===== src/common/trace_pkg.sv =====
// Trace unit types: word and register ids, opcode constants, immediate and memory enums, records
`default_nettype none

package trace_pkg;

  typedef logic [31:0] xlen_word_t;
  // Top bit marks a floating-point register
  typedef logic [5:0] reg_id_t;
  typedef logic [4:0] arch_reg_t;
  typedef logic [3:0] byte_mask_t;
  typedef logic [6:0] opcode_t;

  localparam opcode_t OPCODE_LUI      = 7'h37;
  localparam opcode_t OPCODE_AUIPC    = 7'h17;
  localparam opcode_t OPCODE_JAL      = 7'h6f;
  localparam opcode_t OPCODE_JALR     = 7'h67;
  localparam opcode_t OPCODE_BRANCH   = 7'h63;
  localparam opcode_t OPCODE_LOAD     = 7'h03;
  localparam opcode_t OPCODE_STORE    = 7'h23;
  localparam opcode_t OPCODE_OP_IMM   = 7'h13;
  localparam opcode_t OPCODE_OP       = 7'h33;
  localparam opcode_t OPCODE_SYSTEM   = 7'h73;
  localparam opcode_t OPCODE_LOAD_FP  = 7'h07;
  localparam opcode_t OPCODE_STORE_FP = 7'h27;

  // IZ is the zero-extended CSR form
  typedef enum logic [2:0] {
    IMM_NONE,
    IMM_I,
    IMM_IZ,
    IMM_S,
    IMM_B,
    IMM_U,
    IMM_J,
    IMM_SHAMT
  } imm_fmt_e;

  typedef enum logic [1:0] {
    MEM_NONE,
    MEM_LOAD,
    MEM_STORE
  } mem_kind_e;

  // Retirement port fields, strobe excluded
  typedef struct packed {
    xlen_word_t             insn;
    xlen_word_t             pc_rdata;
    arch_reg_t  [1:0]       rd_addr;
    xlen_word_t [1:0]       rd_wdata;
    logic       [1:0]       frd_wvalid;
    arch_reg_t  [1:0]       frd_addr;
    xlen_word_t [1:0]       frd_wdata;
    arch_reg_t              rs1_addr;
    arch_reg_t              rs2_addr;
    arch_reg_t              rs3_addr;
    xlen_word_t             rs1_rdata;
    xlen_word_t             rs2_rdata;
    xlen_word_t             rs3_rdata;
    logic                   frs1_rvalid;
    logic                   frs2_rvalid;
    logic                   frs3_rvalid;
    arch_reg_t              frs1_addr;
    arch_reg_t              frs2_addr;
    arch_reg_t              frs3_addr;
    xlen_word_t             frs1_rdata;
    xlen_word_t             frs2_rdata;
    xlen_word_t             frs3_rdata;
    xlen_word_t             mem_addr;
    byte_mask_t             mem_rmask;
    byte_mask_t             mem_wmask;
    xlen_word_t             mem_rdata;
    xlen_word_t             mem_wdata;
  } rvfi_retire_t;

  typedef struct packed {
    xlen_word_t hart_id;
    xlen_word_t cycle;
    xlen_word_t pc;
    xlen_word_t instr;
    logic       compressed;
    logic       c_illegal;
    reg_id_t    rd;
    xlen_word_t rd_value;
    logic       rd2_valid;
    reg_id_t    rd2;
    xlen_word_t rd2_value;
    reg_id_t    rs1;
    reg_id_t    rs2;
    reg_id_t    rs3;
    xlen_word_t rs1_value;
    xlen_word_t rs2_value;
    xlen_word_t rs3_value;
    imm_fmt_e   imm_fmt;
    xlen_word_t imm;
    mem_kind_e  mem_kind;
    xlen_word_t mem_addr;
    xlen_word_t mem_data;
  } trace_record_t;

  typedef struct packed {
    xlen_word_t retired;
    xlen_word_t compressed;
    xlen_word_t c_illegal;
    xlen_word_t loads;
    xlen_word_t stores;
    xlen_word_t fp_writes;
  } trace_stats_t;

endpackage

`default_nettype wire


===== src/trace/compressed_decoder.sv =====
// RV32C to 32-bit instruction expander with optional C.FLW/C.FSW support and illegal flag
`timescale 1ns/1ps
`default_nettype none

module compressed_decoder #(
  parameter int unsigned FPU = 1
) (
  input  trace_pkg::xlen_word_t instr_i,
  output trace_pkg::xlen_word_t instr_o,
  output logic                  is_compressed_o,
  output logic                  illegal_o
);

  import trace_pkg::*;

  localparam bit FP_EN = (FPU != 0);

  logic [15:0] c;
  xlen_word_t  expanded;
  logic        illegal;

  assign c = instr_i[15:0];

  always_comb begin
    expanded = instr_i;
    illegal  = 1'b0;
    if (instr_i[1:0] != 2'b11) begin
      unique case ({c[1:0], c[15:13]})
        // Quadrant 0
        5'b00_000: begin
          // C.ADDI4SPN, zero immediate is reserved
          expanded = {2'b0, c[10:7], c[12:11], c[5], c[6], 2'b00, 5'h02, 3'b000,
                      2'b01, c[4:2], OPCODE_OP_IMM};
          illegal  = (c[12:5] == 8'h00);
        end
        5'b00_010: begin
          expanded = {5'b0, c[5], c[12:10], c[6], 2'b00, 2'b01, c[9:7], 3'b010,
                      2'b01, c[4:2], OPCODE_LOAD};
        end
        5'b00_011: begin
          expanded = {5'b0, c[5], c[12:10], c[6], 2'b00, 2'b01, c[9:7], 3'b010,
                      2'b01, c[4:2], OPCODE_LOAD_FP};
          illegal  = !FP_EN;
        end
        5'b00_110: begin
          expanded = {5'b0, c[5], c[12], 2'b01, c[4:2], 2'b01, c[9:7], 3'b010,
                      c[11:10], c[6], 2'b00, OPCODE_STORE};
        end
        5'b00_111: begin
          expanded = {5'b0, c[5], c[12], 2'b01, c[4:2], 2'b01, c[9:7], 3'b010,
                      c[11:10], c[6], 2'b00, OPCODE_STORE_FP};
          illegal  = !FP_EN;
        end
        // Quadrant 1
        5'b01_000: begin
          expanded = {{6{c[12]}}, c[12], c[6:2], c[11:7], 3'b000, c[11:7], OPCODE_OP_IMM};
        end
        5'b01_001, 5'b01_101: begin
          // C.JAL links to x1, C.J to x0
          expanded = {c[12], c[8], c[10:9], c[6], c[7], c[2], c[11], c[5:3], {9{c[12]}},
                      4'b0, ~c[15], OPCODE_JAL};
        end
        5'b01_010: begin
          expanded = {{6{c[12]}}, c[12], c[6:2], 5'b0, 3'b000, c[11:7], OPCODE_OP_IMM};
        end
        5'b01_011: begin
          if (c[11:7] == 5'h02) begin
            expanded = {{3{c[12]}}, c[4:3], c[5], c[2], c[6], 4'b0, 5'h02, 3'b000,
                        5'h02, OPCODE_OP_IMM};
          end else begin
            expanded = {{15{c[12]}}, c[6:2], c[11:7], OPCODE_LUI};
          end
          illegal = ({c[12], c[6:2]} == 6'h00);
        end
        5'b01_100: begin
          unique case (c[11:10])
            2'b00, 2'b01: begin
              // C.SRLI and C.SRAI, shamt[5] must be clear on RV32
              expanded = {1'b0, c[10], 5'b0, c[6:2], 2'b01, c[9:7], 3'b101, 2'b01, c[9:7],
                          OPCODE_OP_IMM};
              illegal  = c[12];
            end
            2'b10: begin
              expanded = {{6{c[12]}}, c[12], c[6:2], 2'b01, c[9:7], 3'b111, 2'b01, c[9:7],
                          OPCODE_OP_IMM};
            end
            default: begin
              unique case (c[6:5])
                2'b00: expanded = {2'b01, 5'b0, 2'b01, c[4:2], 2'b01, c[9:7], 3'b000,
                                   2'b01, c[9:7], OPCODE_OP};
                2'b01: expanded = {7'b0, 2'b01, c[4:2], 2'b01, c[9:7], 3'b100,
                                   2'b01, c[9:7], OPCODE_OP};
                2'b10: expanded = {7'b0, 2'b01, c[4:2], 2'b01, c[9:7], 3'b110,
                                   2'b01, c[9:7], OPCODE_OP};
                default: expanded = {7'b0, 2'b01, c[4:2], 2'b01, c[9:7], 3'b111,
                                     2'b01, c[9:7], OPCODE_OP};
              endcase
              // Word forms belong to RV64
              illegal = c[12];
            end
          endcase
        end
        5'b01_110, 5'b01_111: begin
          expanded = {{4{c[12]}}, c[6:5], c[2], 5'b0, 2'b01, c[9:7], 2'b00, c[13],
                      c[11:10], c[4:3], c[12], OPCODE_BRANCH};
        end
        // Quadrant 2
        5'b10_000: begin
          expanded = {7'b0, c[6:2], c[11:7], 3'b001, c[11:7], OPCODE_OP_IMM};
          illegal  = c[12];
        end
        5'b10_010: begin
          expanded = {4'b0, c[3:2], c[12], c[6:4], 2'b00, 5'h02, 3'b010, c[11:7],
                      OPCODE_LOAD};
          illegal  = (c[11:7] == 5'h00);
        end
        5'b10_011: begin
          expanded = {4'b0, c[3:2], c[12], c[6:4], 2'b00, 5'h02, 3'b010, c[11:7],
                      OPCODE_LOAD_FP};
          illegal  = !FP_EN;
        end
        5'b10_100: begin
          if (!c[12]) begin
            if (c[6:2] == 5'h00) begin
              // C.JR
              expanded = {12'b0, c[11:7], 3'b000, 5'h00, OPCODE_JALR};
              illegal  = (c[11:7] == 5'h00);
            end else begin
              expanded = {7'b0, c[6:2], 5'h00, 3'b000, c[11:7], OPCODE_OP};
            end
          end else if (c[6:2] == 5'h00) begin
            if (c[11:7] == 5'h00) begin
              expanded = 32'h0010_0073;
            end else begin
              expanded = {12'b0, c[11:7], 3'b000, 5'h01, OPCODE_JALR};
            end
          end else begin
            expanded = {7'b0, c[6:2], c[11:7], 3'b000, c[11:7], OPCODE_OP};
          end
        end
        5'b10_110: begin
          expanded = {4'b0, c[8:7], c[12], c[6:2], 5'h02, 3'b010, c[11:9], 2'b00,
                      OPCODE_STORE};
        end
        5'b10_111: begin
          expanded = {4'b0, c[8:7], c[12], c[6:2], 5'h02, 3'b010, c[11:9], 2'b00,
                      OPCODE_STORE_FP};
          illegal  = !FP_EN;
        end
        // C.FLD, C.FSD, their SP forms and the reserved slot
        default: illegal = 1'b1;
      endcase
    end
  end

  assign is_compressed_o = (instr_i[1:0] != 2'b11);
  assign illegal_o       = illegal;
  // Illegal encodings leave the raw word visible in the trace
  assign instr_o         = illegal ? instr_i : expanded;

  expand_ok_a: assert final ($isunknown(instr_i) || illegal_o || instr_o[1:0] == 2'b11)
    else $error("Legal expansion without a 32-bit opcode");

endmodule

`default_nettype wire


===== src/trace/trace_record_builder.sv =====
// Trace record builder: operand merge, immediate extraction, memory class, cycle stamp, record reg
`timescale 1ns/1ps
`default_nettype none

module trace_record_builder #(
  parameter int unsigned FPU = 1
) (
  input  logic                     clk_i,
  input  logic                     rst_ni,
  input  trace_pkg::xlen_word_t    hart_id_i,
  input  logic                     rvfi_valid_i,
  input  trace_pkg::rvfi_retire_t  rvfi_i,
  output logic                     trace_valid_o,
  output trace_pkg::trace_record_t trace_o
);

  import trace_pkg::*;

  localparam bit FP_EN = (FPU != 0);

  xlen_word_t    instr_exp;
  logic          is_compressed;
  logic          c_illegal;
  opcode_t       opcode;
  logic [2:0]    funct3;
  logic          rs1_fp;
  logic          rs2_fp;
  logic          rs3_fp;
  logic          rd_fp;
  logic          rd2_fp;
  xlen_word_t    imm_i;
  xlen_word_t    imm_iz;
  xlen_word_t    imm_s;
  xlen_word_t    imm_b;
  xlen_word_t    imm_u;
  xlen_word_t    imm_j;
  xlen_word_t    imm_shamt;
  imm_fmt_e      imm_fmt;
  xlen_word_t    cycle_q;
  logic          valid_q;
  trace_record_t rec_d;
  trace_record_t rec_q;

  compressed_decoder #(
    .FPU(FPU)
  ) decomp_i (
    .instr_i        (rvfi_i.insn),
    .instr_o        (instr_exp),
    .is_compressed_o(is_compressed),
    .illegal_o      (c_illegal)
  );

  // FP port flags only count when the core has an FPU
  assign rs1_fp = FP_EN && rvfi_i.frs1_rvalid;
  assign rs2_fp = FP_EN && rvfi_i.frs2_rvalid;
  assign rs3_fp = FP_EN && rvfi_i.frs3_rvalid;
  assign rd_fp  = FP_EN && rvfi_i.frd_wvalid[0];
  assign rd2_fp = FP_EN && rvfi_i.frd_wvalid[1];

  assign opcode = instr_exp[6:0];
  assign funct3 = instr_exp[14:12];

  assign imm_i     = {{20{instr_exp[31]}}, instr_exp[31:20]};
  assign imm_iz    = {20'b0, instr_exp[31:20]};
  assign imm_s     = {{20{instr_exp[31]}}, instr_exp[31:25], instr_exp[11:7]};
  assign imm_b     = {{19{instr_exp[31]}}, instr_exp[31], instr_exp[7], instr_exp[30:25],
                      instr_exp[11:8], 1'b0};
  assign imm_u     = {instr_exp[31:12], 12'b0};
  assign imm_j     = {{11{instr_exp[31]}}, instr_exp[31], instr_exp[19:12], instr_exp[20],
                      instr_exp[30:21], 1'b0};
  assign imm_shamt = {27'b0, instr_exp[24:20]};

  // Format follows the expanded opcode, so compressed forms decode the same way
  always_comb begin
    case (opcode)
      OPCODE_LUI, OPCODE_AUIPC:              imm_fmt = IMM_U;
      OPCODE_JAL:                            imm_fmt = IMM_J;
      OPCODE_BRANCH:                         imm_fmt = IMM_B;
      OPCODE_STORE, OPCODE_STORE_FP:         imm_fmt = IMM_S;
      OPCODE_OP_IMM: begin
        if (funct3 == 3'b001 || funct3 == 3'b101) begin
          imm_fmt = IMM_SHAMT;
        end else begin
          imm_fmt = IMM_I;
        end
      end
      OPCODE_LOAD, OPCODE_LOAD_FP, OPCODE_JALR: imm_fmt = IMM_I;
      OPCODE_SYSTEM: imm_fmt = (funct3 != 3'b000) ? IMM_IZ : IMM_NONE;
      default:       imm_fmt = IMM_NONE;
    endcase
  end

  always_comb begin
    rec_d            = '0;
    rec_d.hart_id    = hart_id_i;
    rec_d.cycle      = cycle_q;
    rec_d.pc         = rvfi_i.pc_rdata;
    rec_d.instr      = instr_exp;
    rec_d.compressed = is_compressed;
    rec_d.c_illegal  = c_illegal;

    // Merged register numbering
    rec_d.rs1       = rs1_fp ? {1'b1, rvfi_i.frs1_addr} : {1'b0, rvfi_i.rs1_addr};
    rec_d.rs2       = rs2_fp ? {1'b1, rvfi_i.frs2_addr} : {1'b0, rvfi_i.rs2_addr};
    rec_d.rs3       = rs3_fp ? {1'b1, rvfi_i.frs3_addr} : {1'b0, rvfi_i.rs3_addr};
    rec_d.rs1_value = rs1_fp ? rvfi_i.frs1_rdata : rvfi_i.rs1_rdata;
    rec_d.rs2_value = rs2_fp ? rvfi_i.frs2_rdata : rvfi_i.rs2_rdata;
    rec_d.rs3_value = rs3_fp ? rvfi_i.frs3_rdata : rvfi_i.rs3_rdata;
    rec_d.rd        = rd_fp ? {1'b1, rvfi_i.frd_addr[0]} : {1'b0, rvfi_i.rd_addr[0]};
    rec_d.rd_value  = rd_fp ? rvfi_i.frd_wdata[0] : rvfi_i.rd_wdata[0];
    rec_d.rd2       = rd2_fp ? {1'b1, rvfi_i.frd_addr[1]} : {1'b0, rvfi_i.rd_addr[1]};
    rec_d.rd2_value = rd2_fp ? rvfi_i.frd_wdata[1] : rvfi_i.rd_wdata[1];
    rec_d.rd2_valid = rd2_fp || (rvfi_i.rd_addr[1] != 5'h00);

    rec_d.imm_fmt = imm_fmt;
    case (imm_fmt)
      IMM_I:     rec_d.imm = imm_i;
      IMM_IZ:    rec_d.imm = imm_iz;
      IMM_S:     rec_d.imm = imm_s;
      IMM_B:     rec_d.imm = imm_b;
      IMM_U:     rec_d.imm = imm_u;
      IMM_J:     rec_d.imm = imm_j;
      IMM_SHAMT: rec_d.imm = imm_shamt;
      default:   rec_d.imm = '0;
    endcase

    // A write mask wins over a read mask
    if (|rvfi_i.mem_wmask) begin
      rec_d.mem_kind = MEM_STORE;
      rec_d.mem_addr = rvfi_i.mem_addr;
      rec_d.mem_data = rvfi_i.mem_wdata;
    end else if (|rvfi_i.mem_rmask) begin
      rec_d.mem_kind = MEM_LOAD;
      rec_d.mem_addr = rvfi_i.mem_addr;
      rec_d.mem_data = rvfi_i.mem_rdata;
    end
  end

  // Stamp holds the number of edges completed before the sampling edge
  always_ff @(posedge clk_i or negedge rst_ni) begin
    if (!rst_ni) begin
      cycle_q <= '0;
      valid_q <= 1'b0;
    end else begin
      cycle_q <= cycle_q + 32'd1;
      valid_q <= rvfi_valid_i;
    end
  end

  always_ff @(posedge clk_i) begin
    if (rvfi_valid_i) begin
      rec_q <= rec_d;
    end
  end

  assign trace_valid_o = valid_q;
  assign trace_o       = rec_q;

  // The core never reads and writes memory in one retirement
  mask_exclusive_a: assert property (@(posedge clk_i) disable iff (!rst_ni)
    rvfi_valid_i |-> !((|rvfi_i.mem_rmask) && (|rvfi_i.mem_wmask)))
    else $error("Retirement with both read and write masks set");

endmodule

`default_nettype wire


===== src/trace_stats.sv =====
// Saturating retirement statistics counters fed by the trace record stream
`timescale 1ns/1ps
`default_nettype none

module trace_stats (
  input  logic                     clk_i,
  input  logic                     rst_ni,
  input  logic                     trace_valid_i,
  input  trace_pkg::trace_record_t trace_i,
  output trace_pkg::trace_stats_t  stats_o
);

  import trace_pkg::*;

  trace_stats_t stats_q;
  logic [1:0]   fp_inc;

  function automatic xlen_word_t sat_add(input xlen_word_t value, input logic [1:0] inc);
    logic [32:0] sum;
    sum = {1'b0, value} + {31'b0, inc};
    return sum[32] ? '1 : sum[31:0];
  endfunction

  // Up to two FP writes per retirement
  assign fp_inc = {1'b0, trace_i.rd[5]} + {1'b0, trace_i.rd2_valid & trace_i.rd2[5]};

  always_ff @(posedge clk_i or negedge rst_ni) begin
    if (!rst_ni) begin
      stats_q <= '0;
    end else if (trace_valid_i) begin
      stats_q.retired    <= sat_add(stats_q.retired, 2'd1);
      stats_q.compressed <= sat_add(stats_q.compressed, {1'b0, trace_i.compressed});
      stats_q.c_illegal  <= sat_add(stats_q.c_illegal, {1'b0, trace_i.c_illegal});
      stats_q.loads      <= sat_add(stats_q.loads, {1'b0, trace_i.mem_kind == MEM_LOAD});
      stats_q.stores     <= sat_add(stats_q.stores, {1'b0, trace_i.mem_kind == MEM_STORE});
      stats_q.fp_writes  <= sat_add(stats_q.fp_writes, fp_inc);
    end
  end

  assign stats_o = stats_q;

  // fp_writes is left out since it can outpace retired
  count_order_a: assert property (@(posedge clk_i) disable iff (!rst_ni)
    stats_q.retired >= stats_q.compressed &&
    stats_q.compressed >= stats_q.c_illegal &&
    stats_q.retired >= stats_q.loads &&
    stats_q.retired >= stats_q.stores)
    else $error("Event count exceeds retired count");

endmodule

`default_nettype wire


===== src/rvfi_trace_top.sv =====
// Retirement trace unit top level joining the record builder and statistics counters
`timescale 1ns/1ps
`default_nettype none

module rvfi_trace_top #(
  parameter int unsigned FPU = 1
) (
  input  logic                     clk_i,
  input  logic                     rst_ni,
  input  trace_pkg::xlen_word_t    hart_id_i,
  input  logic                     rvfi_valid_i,
  input  trace_pkg::rvfi_retire_t  rvfi_i,
  output logic                     trace_valid_o,
  output trace_pkg::trace_record_t trace_o,
  output trace_pkg::trace_stats_t  stats_o
);

  // Record is produced one cycle after the strobe
  trace_record_builder #(
    .FPU(FPU)
  ) builder_i (
    .clk_i        (clk_i),
    .rst_ni       (rst_ni),
    .hart_id_i    (hart_id_i),
    .rvfi_valid_i (rvfi_valid_i),
    .rvfi_i       (rvfi_i),
    .trace_valid_o(trace_valid_o),
    .trace_o      (trace_o)
  );

  // Counts trail the record by one more cycle
  trace_stats stats_i (
    .clk_i        (clk_i),
    .rst_ni       (rst_ni),
    .trace_valid_i(trace_valid_o),
    .trace_i      (trace_o),
    .stats_o      (stats_o)
  );

endmodule

`default_nettype wire


===== config.mk =====
export PLATFORM = sky130hd
export DESIGN_NAME = rvfi_trace_top
export DESIGN_NICKNAME = d
export VERILOG_FILES = /design/src/common/trace_pkg.sv /design/src/trace/compressed_decoder.sv /design/src/trace/trace_record_builder.sv /design/src/trace_stats.sv /design/src/rvfi_trace_top.sv
export SDC_FILE = /design/constraint.sdc
export NUM_CORES = 1
export LEC_CHECK = 0
export BUFFER_PORTS_ARGS = -buffer_cell sky130_fd_sc_hd__buf_4
export CORE_AREA = 3 3 467 469
export CTS_BUF_LIST = sky130_fd_sc_hd__clkbuf_8 sky130_fd_sc_hd__clkbuf_16
export DETAILED_ROUTE_END_ITERATION = 10
export DIE_AREA = 0 0 470 472
export PLACE_DENSITY_LB_ADDON = 0.12
export SKIP_CTS_REPAIR_TIMING = 1
export SYNTH_ARGS = -nofsm -noshare
export SYNTH_HDL_FRONTEND = slang
export SYNTH_SLANG_ARGS = --single-unit

===== constraint.sdc =====
create_clock -name clk_i -period 6.39 [get_ports clk_i]
set_clock_uncertainty 0.05 [all_clocks]
set_input_delay 0.639 -clock clk_i [delete_from_list [all_inputs] [get_ports clk_i]]
set_output_delay 0.639 -clock clk_i [all_outputs]
set_load 0.02 [all_outputs]

==> metrics.txt, run 1 <==
status=complete, no violations; RSZ-0062 raised after global routing=no; crit path launch=rvfi_i[522]; Pint=between 8 and 9 mW; most common library cell in the layout ignoring fill and taps=buf_4; Clock Pin Slew Worst Setup and Hold Paths=60 ps; Worst Hold Class=in2reg; initial antenna violation count=30; Main synth FF type=edfxtp_1; startpoint types=input port; layout cells sized above 1=0.449; routed wire length=168 mm; asr flop ratio synth=0.348; largest net degree at the start of global routing=147; CP cell instances=buf_4 > nor4_2 > nand4b_1 > a211o_1 > nand3_2 > mux2i_1 > o311ai_4 > a211o_1 > nor3b_2 > o22ai_1; Sw Share=0.309; fillers=about 23000; I/O Buffers=1192; Mapped Cells=2139; Max Freq=269 MHz; Synth top area share=0.451; WP buf/inv=1; most frequent cells in the layout=1199 x buf_4, 422 x edfxtp_1, 256 x nand2_1, 224 x dfrtp_1, 190 x mux2_2; TritonCTS Buffers=93; post-synthesis sequential area ratio=0.651; Netlist Area Pre-Place=around 0.028 sq mm; clock tree root driver cell=clkbuf_16; FF/Latch Area=0.0183 sq mm; DP Area=0.0404 sq mm; Static Leak=19.2 nW; die area=around 0.22 sq mm; pwr/cell area=288 mW/mm^2; yosys warns=0; hpwl dp=136 mm; CP max stage delay=690 ps; Syn Nets=2729; Slew @ Worst Pin=around 1100 ps; leading area contributor after synthesis=edfxtp_1; Clk pwr share=0.411; Psw=3.92 mW; # H-tree levels=3; DR WL/cell=around 27 um; final instance area=between 0.04 and 0.05 sq mm; NumNets Final=4000; Critical Path Most Common Cell=a211o_1; Initial Util=0.131; Area growth syn-to-layout=56.7%; GRT overflow=0; Crit path required time=6750 ps; DRT iter0 DRCs=1296; Clock Latency Late Sink=730 ps; CP top delay family=simple AND/OR/NAND/NOR gates; drt via density=3.62; final worst-path cycle share=0.581; setup violators final=0; reg2reg start=builder_i.trace_o[65]; Crit Path Category=in2reg; sequential power share=0.408; setup_tns=0 ps; final hold vios=0; IO Pins=1193; num rows=170; maximum fanout along the worst path=40; Post-synth EDFFs=422; Synth Register Bits=647; core area=around 0.21 sq mm; Avg Synthesized Cell Area=13.1 sq um; chip width=roughly 470 um; CTS tree=built; first-pass GRT wire length=221 mm; Initial DRT Pass Iterations=5; ANT nets after route=0; minimum clock period=roughly 3700 ps; maximum VDD drop=0.180 mV; Unique masters post-synth=between 80 and 90; Critical Path AT=4080 ps; synth top area cells=edfxtp_1 45%, dfrtp_1 20%, mux2_2 7.6%; Slew Viols, Final=0; flop-to-flop setup slack=2750 ps; Total GRT Usage=0.146; CTS Buffer Depth=3; clock sinks=647; crit end category=register; Worst Hold Launch=rvfi_i[486]; routability cong.=approximately 0.89; max-cap viol count=0; vias in the first global route=23405; multi-input logic area=0.00929 sq mm; vias=approximately 23000; drt drc=0; die height=472 um; Slowest cell on crit path=nor4_2; Comb pwr share=0.181; slew margin rel.=0.284
==> worst paths after layout <==
kind | end | cells past startpoint
worst max-delay path | builder_i.trace_o[70] | 10
worst min-delay path | builder_i.trace_o[333] | 1
worst max register to register | stats_i.stats_o[59] | 10
worst min register to register | builder_i.trace_o[387] | 0
max in group asynchronous | builder_i.cycle_q[10] | 3
min in group asynchronous | stats_i.stats_o[169] | 2
==> registers in the layout, indices dropped and copies added, names as in the netlist <==
register and flops:
builder_i.trace_valid_o 1, stats_i.stats_o 192, builder_i.trace_o 422, builder_i.cycle_q 32
==> through the flow <==
stage	setup WS (ps)	instances	hold WS, ps	power [mW]	utilization
after floorplan	3130	2139	293	6.03	-
after global placement	2020	6095	390	7.59	0.189
after detailed placement	1990	6095	396	7.58	0.189
after CTS	2700	6261	-174	13.0	0.203
after global routing	2430	6320	0.335	13.3	0.205
final	2680	6326	79.4	12.7	0.205
==> cell usage after synthesis, types with 35 or more instances <==
| cell type | instances |
|---|---|
| a21oi_1 | 51 |
| dfrtp_1 | 225 |
| clkbuf_1 | 75 |
| nand2_1 | 256 |
| nand4_1 | 40 |
| inv_1 | 48 |
| nand3_1 | 99 |
| edfxtp_1 | 422 |
| o21ai_0 | 51 |
| nor2_1 | 100 |
| and3_1 | 57 |
| xnor2_1 | 57 |
| and2_1 | 48 |
| a22o_1 | 35 |
| mux2_2 | 190 |
| xor2_1 | 104 |
==> cell families after synthesis <==
| kind of cell | synth area share |
|---|---|
| xor gates and xnor gates | 0.0502 |
| DFF | 0.651 |
| and+or+nand+nor | 0.126 |
| AOI/OAI and AO/OA | 0.0684 |
| buffers and inverters | 0.0190 |
| adders and majority gates | 0.00561 |
| muxes | 0.0797 |
==> routing by layer <==
layer  vias to the layer above  part of all wire  routed length [um]  track usage
li1                      10403                 -                   -            -
met1                     11482              0.42               70700        0.182
met2                       877              0.48               81300        0.244
met3                       161             0.076               12700       0.0457
met4                         8             0.019                3130       0.0333
met5                         -           0.00036                  60            0
==> power groups by stage <==
stage / combinational [mW] / sequential [mW] / clock (mW)
after floorplan: 0.464 / 5.56 / 0
after global placement: 2.34 / 5.25 / 0
after detailed placement: 2.33 / 5.25 / 0
after CTS: 2.34 / 5.18 / 5.46
after global routing: 2.44 / 5.22 / 5.61
final: 2.29 / 5.17 / 5.20
==> cell type report <==
type | instances | share of cell area
Sequential cell | 647 | 0.416
Timing Repair Buffer | 1262 | 0.220
Multi-Input combinational cell | 1356 | 0.211
Tap cell | 2838 | 0.0806
Clock buffer | 105 | 0.0566
Clock inverter | 61 | 0.0118
Inverter | 50 | 0.00426
Antenna cell | 7 | 0.000398
Power figures use the tool's default switching activity.
==> run 2: changes to the inputs <==
ABC_AREA = 1   (was unset)
CORE_AREA = 3 3 463 465   (was 3 3 467 469)
DIE_AREA = 0 0 466 468   (was 0 0 470 472)
clock period = 3.1 ns   (was 6.39 ns; I/O delays follow)
==> run 2 against run 1 <==
Net effect: first-iteration DRC count is 24% higher; area after synthesis grew 4.1%; synthesized cell count is 28% higher; critical endpoint is now builder_i.trace_o[94]; die area decreased by 1.7%.
==> metrics.txt, run 2 <==
status=complete, no violations (unchanged); slew margin rel.=0.461 (was 0.284); crit end category=register (unchanged); count leader, synth=nand2_1 (was edfxtp_1); clock tree root driver cell=clkbuf_16 (unchanged); leading area contributor after synthesis=edfxtp_1 (unchanged); Worst Hold Class=in2reg (unchanged); most frequent cells in the layout=1352 x buf_4, 577 x nand2_1, 541 x dlygate4sd3_1, 422 x edfxtp_1, 308 x inv_1 (was 1199 x buf_4, 422 x edfxtp_1, 256 x nand2_1, 224 x dfrtp_1, 190 x mux2_2); initial antenna violation count=17 (was 30); Crit path required time=3520 ps (was 6750 ps); post-synthesis sequential area ratio=0.626 (was 0.651); top post-synthesis cells by count=580 x nand2_1, 422 x edfxtp_1, 288 x inv_1, 238 x nor2_1, 225 x dfrtp_1 (was 422 x edfxtp_1, 256 x nand2_1, 225 x dfrtp_1, 190 x mux2_2, 104 x xor2_1); final hold vios=0 (unchanged); routability cong.=0.859 (was 0.892); drt via density=3.72 (was 3.62); FF/Latch Area=0.0183 sq mm (about the same); final worst-path cycle share=0.937; clock sinks=647 (unchanged); largest net degree at the start of global routing=71 (was 147); WHS Endpoint=builder_i.trace_o[1] (was builder_i.trace_o[333]); DP Cell Count=6838 (was 6095); setup_tns=0 ps (unchanged); Critical Path AT=3320 ps (was 4080 ps); maximum VDD drop=0.398 mV (was 0.180 mV); Main synth FF type=edfxtp_1 (unchanged); layout cells sized above 1=0.382 (was 0.449); Mapped Cells=2731 (was 2139); hold slack=51.8 ps (was 79.4 ps); Slew @ Worst Pin=808 ps (was 1070 ps); CTS Buffer Depth=3 (unchanged); Slew Viols, Final=0 (unchanged); hpwl dp=139 mm (was 136 mm); maximum fanout along the worst path=11 (was 40); pwr/cell area=509 mW/mm^2 (was 288 mW/mm^2); minimum clock period=about 2900 ps; ANT nets after route=0 (unchanged); total chip power=26.2 mW (was 12.7 mW); IO Pins=1193 (unchanged); Syn Nets=3321 (was 2729); setup violators final=0 (unchanged); DRT iter0 DRCs=1607 (was 1296); reg2reg start=builder_i.trace_o[252] (was builder_i.trace_o[65]); Netlist Area Pre-Place=0.0293 sq mm (was 0.0281 sq mm); Post-synth EDFFs=422 (unchanged); Max Freq=344 MHz; synth top area cells=edfxtp_1 43%, dfrtp_1 19%, nand2_1 7.4% (was edfxtp_1 45%, dfrtp_1 20%, mux2_2 7.6%); drt drc=0 (unchanged); Clock Latency Late Sink=700 ps (was 730 ps); max-cap viol count=0 (unchanged); Unique masters post-synth=56 (was 83); DR WL/cell=22.8 um (was 26.5 um); fillers=22695 (was 23444); routed wire length=172 mm (was 168 mm); die area=0.218 sq mm (was 0.222 sq mm); Worst Hold Path Cells=2 (was 1); reg2reg path depth=19 (was 10); multi-input logic area=0.00983 sq mm (was 0.00929 sq mm); Synth top area share=0.433 (was 0.451); startpoint types=input port (unchanged); vias in the first global route=26496 (was 23405); Clock Pin Slew Worst Setup and Hold Paths=60 ps (about the same); vias=28138 (was 22931); first-pass GRT wire length=225 mm (was 221 mm); num rows=168 (was 170); Crit Path Category=in2reg (unchanged); GRT overflow=0 (unchanged); Worst Hold Launch=rvfi_i[33] (was rvfi_i[486]); NumNets Final=5263 (was 4000); max reg flops=422 (unchanged); most common library cell in the layout ignoring fill and taps=buf_4 (unchanged); asr flop ratio synth=0.348 (unchanged); Area growth syn-to-layout=76.1% (was 56.7%); RR Endpoint=stats_i.stats_o[30] (was stats_i.stats_o[59]); TritonCTS Buffers=91 (was 93); I/O Buffers=1192 (unchanged); die height=468 um (was 472 um); chip width=466 um (was 470 um); crit path launch=rvfi_i[511] (was rvfi_i[522]); yosys warns=0 (unchanged); RSZ-0062 raised after global routing=yes (was no); Worst Setup Slack, final=195 ps (was 2680 ps); Initial DRT Pass Iterations=5 (unchanged); Total GRT Usage=0.148 (was 0.146); flop-to-flop setup slack=190 ps (was 2750 ps); core area=0.210 sq mm (was 0.214 sq mm); Synth Register Bits=647 (unchanged); Static Leak=22.8 nW (was 19.2 nW); non-filler cells, final=7560 (was 6326); Avg Synthesized Cell Area=10.7 sq um (was 13.1 sq um); dpl ws=-71.3 ps (was 1990 ps); Initial Util=0.139 (was 0.131); CTS tree=built (unchanged); # H-tree levels=3 (unchanged)
run 2: changes by cell type after synthesis, sizes merged, moves of 27 or more:
cell    delta
inv      +255
or2       +37
nand2    +334
clkbuf    -27
xor2      -44
and3      -56
nor2     +152
and2      -50
mux2      -41
o21ai     +50
nor3      +51
nand3     +63
run 2: cells by family after synthesis:
logic type | synth area share
AO/OA/AOI/OAI | 0.0492
XOR/XNOR | 0.0290
adder cells (fa/ha/maj) | 0.00539
buffers and inverters | 0.0479
flip-flops | 0.626
multiplexers | 0.0573
AND/OR/NAND/NOR | 0.186
run 2: critical path, stage by stage:
cell	delay, ps
dlygate4sd3_1	540
buf_4	170
nor2_1	250
nand3_2	160
nand2_1	160
nor2_2	90
nand2_4	100
nand3_4	160
buf_4	230
inv_2	120
nand2_1	60
nand2_1	100
inv_2	50
nor2_2	140
nand3_4	120
nand4_2	130
nand2_2	70
nand2_1	140
buf_12	160
o21ai_2	50
run 2: cell type report:
class                   instances  area share
repair buffers               1908       0.308
clock buffers                  98      0.0463
well taps                    2805      0.0681
flip-flops and latches        647       0.355
multi-input cells            1718       0.191
inverters                     307      0.0224
diodes                          4    0.000194
clock inverters                73     0.00950
run 2: how the worst max path moves through the flow:
| stage | slack, ps | end | cells after the start |
|---|---|---|---|
| after floorplan | 290 | stats_i.stats_o[17] | 16 |
| after global placement | -110 | stats_i.stats_o[30] | 19 |
| after detailed placement | -70 | stats_i.stats_o[29] | 14 |
| after CTS | -90 | stats_i.stats_o[29] | 14 |
| after global routing | -70 | stats_i.stats_o[30] | 19 |
| final | 190 | builder_i.trace_o[94] | 20 |
run 2: report_power, final:
group	leakage (nW)	internal, mW	switching [mW]	total (mW)
clock network	1.51	5.74	4.50	10.2
registers	7.23	10.0	0.516	10.5
logic	14.1	2.47	2.98	5.45
run 2: per-stage QoR:
stage / utilization / cell area, sq um
finish: 0.245 / 51500
global route: 0.245 / 51500
CTS: 0.218 / 45800
detailed placement: 0.204 / 42900
global placement: 0.204 / 42900
floorplan: - / 29300
run 2: per-layer routing:
layer	track usage	up-vias	wire length (um)
met1	0.178	13785	70400
met2	0.248	968	83400
met3	0.0608	150	15300
li1	-	13229	-
met5	0	-	41
met4	0.0298	6	3040
